$ cat config.mk
export PLATFORM = sky130hd
export DESIGN_NAME = block_mover_top
export DESIGN_NICKNAME = d
export VERILOG_FILES = /design/src/rtl/lsab_pkg.sv /design/src/rtl/dram_pkg.sv /design/src/rtl/block_mover_top.sv /design/src/rtl/dram_column_store.sv /design/src/rtl/block_mover.sv /design/src/rtl/lsab_sections.sv
export SDC_FILE = /design/constraint.sdc
export NUM_CORES = 2
export LEC_CHECK = 0
export ABC_AREA = 1
export ABC_CLOCK_PERIOD_IN_PS = 3700
export BUFFER_PORTS_ARGS = -buffer_cell sky130_fd_sc_hd__buf_2
export CORE_ASPECT_RATIO = 1.2
export CORE_MARGIN = 2
export CORE_UTILIZATION = 45
export CTS_CLUSTER_SIZE = 20
export DETAILED_ROUTE_END_ITERATION = 10
export HOLD_SLACK_MARGIN = 0.02
export SLEW_MARGIN = 20
export SYNTH_ARGS = -nofsm -noshare
export SYNTH_HDL_FRONTEND = slang
export SYNTH_HIERARCHICAL = 1
export SYNTH_SLANG_ARGS = --single-unit
export TNS_END_PERCENT = 10
$ cat constraint.sdc
create_clock -name CLK -period 3.7 [get_ports CLK]
set_input_delay 0.74 -clock CLK [delete_from_list [all_inputs] [get_ports CLK]]
set_output_delay 0.74 -clock CLK [all_outputs]
set_load 0.005 [all_outputs]
$ cat src/rtl/lsab_pkg.sv
// ##########################################################
// types and sizes of the local staging buffer (LSAB) side.
// covers the section FIFO entries, the write port, the
// per-section status levels and the block mover state.
// ##########################################################
package lsab_pkg;

	// four sections, sixteen entries each.
	localparam int LSAB_SECTIONS = 4;
	localparam int LSAB_DEPTH = 16;
	localparam int LSAB_PTR_W = $clog2(LSAB_DEPTH);

	typedef logic [1:0] lsab_section_t;
	typedef logic [15:0] lsab_word_t;

	// one stored word plus its record mark.
	typedef struct packed {
		lsab_word_t data;
		logic mark;
	} lsab_entry_t;

	// write port, the entry goes to the tail of the section.
	typedef struct packed {
		lsab_section_t section;
		lsab_entry_t entry;
	} lsab_write_t;

	// stop is the empty level, intr the mark of the last popped word.
	typedef struct packed {
		logic [LSAB_SECTIONS-1:0] stop;
		logic [LSAB_SECTIONS-1:0] intr;
	} lsab_lines_t;

	typedef enum logic {
		MOVER_IDLE,
		MOVER_MOVING
	} mover_state_t;

endpackage
$ cat src/rtl/dram_pkg.sv
// ##########################################################
// types and sizes of the DRAM side of the block mover.
// covers addresses, columns, byte enables, the column write
// request, the block command and the transfer status.
// ##########################################################
package dram_pkg;
	import lsab_pkg::*;

	typedef logic [11:0] word_addr_t;

	localparam int COUNT_W = 6;
	typedef logic [COUNT_W-1:0] block_count_t;

	// even word in the upper half, odd word in the lower half.
	typedef logic [31:0] column_t;
	typedef logic [3:0] byte_en_t;

	// the store holds 64 columns, address bits above bit 0 wrap.
	localparam int DRAM_COLUMNS = 64;
	localparam int COL_IDX_W = $clog2(DRAM_COLUMNS);

	typedef struct packed {
		word_addr_t addr;
		byte_en_t byte_en;
		logic request;
	} column_write_t;

	typedef struct packed {
		word_addr_t start;
		block_count_t count;
		lsab_section_t section;
	} block_request_t;

	typedef struct packed {
		block_count_t count_sent;
		logic irq;
		logic abrupt_stop;
	} transfer_status_t;

endpackage

$ cat src/rtl/block_mover_top.sv
// ##########################################################
// top level of the LSAB to DRAM block mover.
// wires the section FIFOs, the mover and the column store.
// ##########################################################
module block_mover_top
	import lsab_pkg::*, dram_pkg::*;
(
	input logic CLK,
	input logic RST,
	input lsab_write_t lsab_wr,
	input logic lsab_wr_strobe,
	output logic [LSAB_SECTIONS-1:0] lsab_full,
	input block_request_t request,
	input logic issue,
	output logic working,
	output transfer_status_t status,
	input word_addr_t read_addr,
	output column_t read_column
);

	lsab_lines_t lines;
	logic lsab_read;
	lsab_section_t lsab_section;
	lsab_entry_t pop_data;
	logic pop_valid;
	column_write_t column_wr;

	lsab_sections lsab_sections_inst (
		.CLK(CLK),
		.RST(RST),
		.wr(lsab_wr),
		.wr_strobe(lsab_wr_strobe),
		.full(lsab_full),
		.read(lsab_read),
		.section(lsab_section),
		.lines(lines),
		.pop_data(pop_data),
		.pop_valid(pop_valid)
	);

	block_mover block_mover_inst (
		.CLK(CLK),
		.RST(RST),
		.lines(lines),
		.lsab_read(lsab_read),
		.lsab_section(lsab_section),
		.request(request),
		.issue(issue),
		.working(working),
		.status(status),
		.column_wr(column_wr)
	);

	dram_column_store dram_column_store_inst (
		.CLK(CLK),
		.pop_data(pop_data),
		.pop_valid(pop_valid),
		.column_wr(column_wr),
		.read_addr(read_addr),
		.read_column(read_column)
	);

endmodule

$ cat src/rtl/dram_column_store.sv
// ##########################################################
// column memory standing in for DRAM behind its controller.
// pairs the previous and current popped words into a column
// and writes it under byte enables, read side is async.
// ##########################################################
module dram_column_store
	import lsab_pkg::*, dram_pkg::*;
(
	input logic CLK,
	input lsab_entry_t pop_data,
	input logic pop_valid,
	input column_write_t column_wr,
	input word_addr_t read_addr,
	output column_t read_column
);

	column_t mem [DRAM_COLUMNS];
	lsab_word_t prev_word;
	column_t wr_data;
	logic [COL_IDX_W-1:0] wr_idx;
	logic [COL_IDX_W-1:0] rd_idx;

	// the even word was popped one cycle before the odd word.
	always_ff @(posedge CLK)
	begin
		if (pop_valid)
		begin
			prev_word <= pop_data.data;
		end
	end

	assign wr_data = {prev_word, pop_data.data};

	// column index, word address bits above bit 0 modulo the store size.
	assign wr_idx = column_wr.addr[COL_IDX_W:1];
	assign rd_idx = read_addr[COL_IDX_W:1];

	always_ff @(posedge CLK)
	begin
		if (column_wr.request)
		begin
			for (int b = 0; b < 4; b++)
			begin
				if (column_wr.byte_en[b])
				begin
					mem[wr_idx][b*8 +: 8] <= wr_data[b*8 +: 8];
				end
			end
		end
	end

	assign read_column = mem[rd_idx];

endmodule

$ cat src/rtl/block_mover.sv
// ##########################################################
// block mover from an LSAB section into DRAM columns.
// a block starts on a one-cycle issue while idle and ends on
// an empty section or when the count runs out.
// ##########################################################
module block_mover
	import lsab_pkg::*, dram_pkg::*;
(
	input logic CLK,
	input logic RST,
	input lsab_lines_t lines,
	output logic lsab_read,
	output lsab_section_t lsab_section,
	input block_request_t request,
	input logic issue,
	output logic working,
	output transfer_status_t status,
	output column_write_t column_wr
);

	mover_state_t state;
	block_count_t count_req;
	block_count_t len_left;
	word_addr_t track_addr;
	logic take_prev;
	logic take;
	logic read_more;
	logic sec_irq;
	logic trigger;

	assign read_more = (len_left != '0);
	// a word is taken while words remain and the section is not empty.
	assign take = read_more && !lines.stop[lsab_section];
	assign sec_irq = lines.intr[lsab_section];
	// odd address closes a column.
	assign trigger = track_addr[0];

	always_ff @(posedge CLK)
	begin
		if (!RST)
		begin
			state <= MOVER_IDLE;
			count_req <= '0;
			len_left <= '0;
			track_addr <= '0;
			take_prev <= 1'b0;
			lsab_read <= 1'b0;
			lsab_section <= '0;
			working <= 1'b0;
			status <= '0;
			column_wr <= '0;
		end
		else
		begin
			// working lags the busy state by a cycle.
			working <= (state == MOVER_MOVING);
			case (state)
				MOVER_IDLE:
				begin
					take_prev <= 1'b0;
					column_wr.request <= 1'b0;
					column_wr.byte_en <= '0;
					if (issue)
					begin
						lsab_section <= request.section;
						count_req <= request.count;
						len_left <= request.count;
						track_addr <= request.start;
						// no read for a zero count, so nothing pops.
						lsab_read <= (request.count != '0);
						state <= MOVER_MOVING;
					end
				end
				MOVER_MOVING:
				begin
					if (take)
					begin
						track_addr <= track_addr + 1'b1;
						len_left <= len_left - 1'b1;
						lsab_read <= (len_left > block_count_t'(1));
					end
					else
					begin
						lsab_read <= 1'b0;
						state <= MOVER_IDLE;
						status.count_sent <= count_req - len_left;
						status.irq <= sec_irq;
						status.abrupt_stop <= read_more;
					end
					take_prev <= take;

					// even half from last cycle's take, odd half from this one.
					if (trigger)
					begin
						column_wr.addr <= {track_addr[11:1], 1'b0};
						column_wr.byte_en <= {take_prev, take_prev, take, take};
						column_wr.request <= 1'b1;
					end
					else
					begin
						column_wr.request <= 1'b0;
					end
				end
				default:
				begin
					state <= MOVER_IDLE;
				end
			endcase
		end
	end

endmodule

$ cat src/rtl/lsab_sections.sv
// ##########################################################
// four LSAB section FIFOs behind one write port.
// the selected section pops on the read level while it holds
// data, the popped entry shows up one cycle later.
// ##########################################################
module lsab_sections
	import lsab_pkg::*;
(
	input logic CLK,
	input logic RST,
	input lsab_write_t wr,
	input logic wr_strobe,
	output logic [LSAB_SECTIONS-1:0] full,
	input logic read,
	input lsab_section_t section,
	output lsab_lines_t lines,
	output lsab_entry_t pop_data,
	output logic pop_valid
);

	localparam int FILL_W = LSAB_PTR_W + 1;

	lsab_entry_t mem [LSAB_SECTIONS][LSAB_DEPTH];
	logic [LSAB_PTR_W-1:0] wr_ptr [LSAB_SECTIONS];
	logic [LSAB_PTR_W-1:0] rd_ptr [LSAB_SECTIONS];
	logic [FILL_W-1:0] fill [LSAB_SECTIONS];
	logic [LSAB_SECTIONS-1:0] empty;
	logic [LSAB_SECTIONS-1:0] intr_q;
	logic push;
	logic pop;

	always_comb
	begin
		for (int s = 0; s < LSAB_SECTIONS; s++)
		begin
			empty[s] = (fill[s] == '0);
			full[s] = (fill[s] == FILL_W'(LSAB_DEPTH));
		end
	end

	// writes to a full section are dropped.
	assign push = wr_strobe && !full[wr.section];
	assign pop = read && !empty[section];

	assign lines.stop = empty;
	assign lines.intr = intr_q;

	// storage, no reset.
	always_ff @(posedge CLK)
	begin
		if (push)
		begin
			mem[wr.section][wr_ptr[wr.section]] <= wr.entry;
		end
	end

	always_ff @(posedge CLK)
	begin
		if (pop)
		begin
			pop_data <= mem[section][rd_ptr[section]];
		end
	end

	always_ff @(posedge CLK)
	begin
		if (!RST)
		begin
			pop_valid <= 1'b0;
			intr_q <= '0;
			for (int s = 0; s < LSAB_SECTIONS; s++)
			begin
				wr_ptr[s] <= '0;
				rd_ptr[s] <= '0;
				fill[s] <= '0;
			end
		end
		else
		begin
			pop_valid <= pop;
			for (int s = 0; s < LSAB_SECTIONS; s++)
			begin
				if (push && wr.section == lsab_section_t'(s))
				begin
					wr_ptr[s] <= wr_ptr[s] + 1'b1;
				end
				if (pop && section == lsab_section_t'(s))
				begin
					rd_ptr[s] <= rd_ptr[s] + 1'b1;
					// int level tracks the mark of the word just popped.
					intr_q[s] <= mem[s][rd_ptr[s]].mark;
				end
				case ({push && wr.section == lsab_section_t'(s),
					pop && section == lsab_section_t'(s)})
					2'b10: fill[s] <= fill[s] + 1'b1;
					2'b01: fill[s] <= fill[s] - 1'b1;
					default: fill[s] <= fill[s];
				endcase
			end
		end
	end

endmodule

==> flow_metrics.tcl <==
set metrics [dict create \
    routed_via_density 5.552 \
    fin_nets 11990 \
    cts_buffers 335 \
    path_cells "buf_8 > clkinv_16 > buf_12 > buf_12 > nand2_1 > nand3_1 > nand3_1 > nand3_1 > nand3_1 > nand2_1 > nand2_1 > nand2_1 > buf_2" \
    antenna_found_initial 12 \
    cap_violations 0 \
    antenna_left 0 \
    die_y_um 602.6 \
    grt_pass1_vias 85690 \
    fin_crit_ns 3.667 \
    grtUsageTotal 0.2499 \
    grt_pass1_wl_um 562500 \
    ff_latch_area_um2 97640 \
    hold_ws_ns 0.1386 \
    drtIter0Drc 9717 \
    required_ns 2.96 \
    routed_wl_um 386300 \
    cts_tree "yes" \
    hold_path.class "primary input to flop" \
    drcViolationCount 0 \
    syn-num-nets 11750 \
    outcome "completed" \
    critical_path.max_stage_delay_ns 0.25 \
    hpwl_um 235400 \
    fp.dieW_um 502.8 \
    ir_drop_v 0.0004122 \
    place_congestion 0.8810 \
    power.density_nw_per_um2 536.7 \
    max_freq_ghz 0.2727 \
    tightest_slew_ns 1.195 \
    cp-start-kind "primary input" \
    clkSlewWorstSetupHoldPaths_ns 0.06 \
    critPathMaxFanout 32 \
    setup_viol 0 \
    skew_ns 0.04331 \
    p_leak_nw 55.56 \
    clockBufferDepth 4 \
    port_buffers 88 \
    floorplan.initialDensity 0.4527 \
    clkLatencyLatePin_ns 0.90 \
    syn2layout_area_growth_pct 13.73 \
    cts-root-buf "clkbuf_16" \
    drive_gt1_frac 0.09581 \
    maxSlewViolCount 0 \
    core-area_um2 296800 \
    vias 89520 \
    pin_count 100 \
    crit_slowest_cell "buf_2" \
    rsz0062_at_grt "no" \
    slew_headroom 0.2005 \
    syn_area_per_cell_um2 11.53 \
    period_share 0.9912 \
    design.die.area_um2 303000 \
    multiInputGateArea_um2 32520 \
    final_core_util 0.5149 \
    numClockSinks 3267 \
    rows 219 \
    setup-tns-final_ns 0 \
    synth_area_um2 134400 \
    synth_cells 11660 \
    critPathKind "primary input to output port" \
    yosys_warnings 6 \
    dr.pass1.iters 6 \
    detail_route.wl_per_cell_um 23.96 \
    fillers 25450 \
    finalHoldViolCount 0 \
    dpl_cell_area_um2 142400 \
    final_area_um2 152800 \
    htreeDepth 5 \
    worstPathArrival_ns 2.93 \
    overflow 0 \
    grt_max_degree 171 \
    crit_path_end_kind "output port" \
]
cells in the final DEF, fill, tap and decap left out, types with 36 or more instances in the layout:
cell and count:
ha_1 36, nand3_1 2720, edfxtp_1 3220, inv_1 156, nand2_1 3754, a21oi_1 47, clkinv_2 48, clkinv_1 70
dfxtp_1 45, clkbuf_1 69, buf_12 160, buf_4 393, nor2_1 693, clkbuf_16 341, buf_2 84, o21ai_0 74
per-stage QoR:
stage	power (mW)	setup WS, ns	instances
floorplan	46.65	0.4300	11660
global placement	50.12	0.06715	15530
detailed placement	50.23	0.06591	15530
CTS	82.42	0.06497	16120
global route	84.42	0.01220	16120
finish	82.00	0.03274	16120
metal layers:
metal,global-route usage,wire [um],up-vias,part of all wire
li1,-,-,41200,-
met1,0.3147,147100,43840,0.38
met2,0.4236,191200,3658,0.49
met3,0.03387,27390,808,0.071
met4,0.1230,20600,12,0.053
met5,0,69,-,0.00018
final timing paths:
check	start	end	slack [ns]	cells past startpoint
max	read_addr[1]	read_column[8]	0.03	13
min	lsab_wr[4]	lsab_sections_inst/mem[3][174]	0.14	1
max reg2reg	block_mover_inst/lsab_section[1]	lsab_sections_inst/fill[2][4]	0.26	18
min reg2reg	block_mover_inst/status[4]	block_mover_inst/status[4]	0.46	2
layout make-up:
type                            instances  area share
Clock buffer                          413     0.05781
Clock inverter                        170    0.009761
Timing Repair Buffer                  640     0.04332
Tap cell                             3978     0.03257
Inverter                              173    0.004610
Antenna cell                            7   0.0001146
Sequential cell                      3267      0.6390
Multi-Input combinational cell       7475      0.2128
sequential cells by signal, indices dropped and copies added, names as in the netlist, 8 cells and up:
| signal | cells |
|---|---|
| block_mover_inst/status | 8 |
| dram_column_store_inst/mem | 2048 |
| lsab_sections_inst/wr_ptr | 16 |
| lsab_sections_inst/fill | 20 |
| lsab_sections_inst/rd_ptr | 16 |
| lsab_sections_inst/mem | 1088 |
| lsab_sections_inst/pop_data | 16 |
| block_mover_inst/column_wr | 9 |
| dram_column_store_inst/prev_word | 16 |
power by group:
| group | internal, mW | leakage [nW] | switching (mW) |
|---|---|---|---|
| registers | 41.5 | 29.4 | 0.195 |
| logic | 1.97 | 21.1 | 5.83 |
| clock network | 18.6 | 5.02 | 13.9 |
what timing repair did:
item | in CTS | in global routing
hold buffers | 0 | 0
setup buffers | 0 | 0
hold endpoints to repair | 0 | 0
endpoints found under the setup margin | 0 | 2
resized for setup | 0 | 2
critical path: cells and delay by family:
family / cells / cell delay, ns
buffers and inverters: 5 / 1.06
AND/OR/NAND/NOR: 8 / 1.02
(Power assumes the default switching activity.)
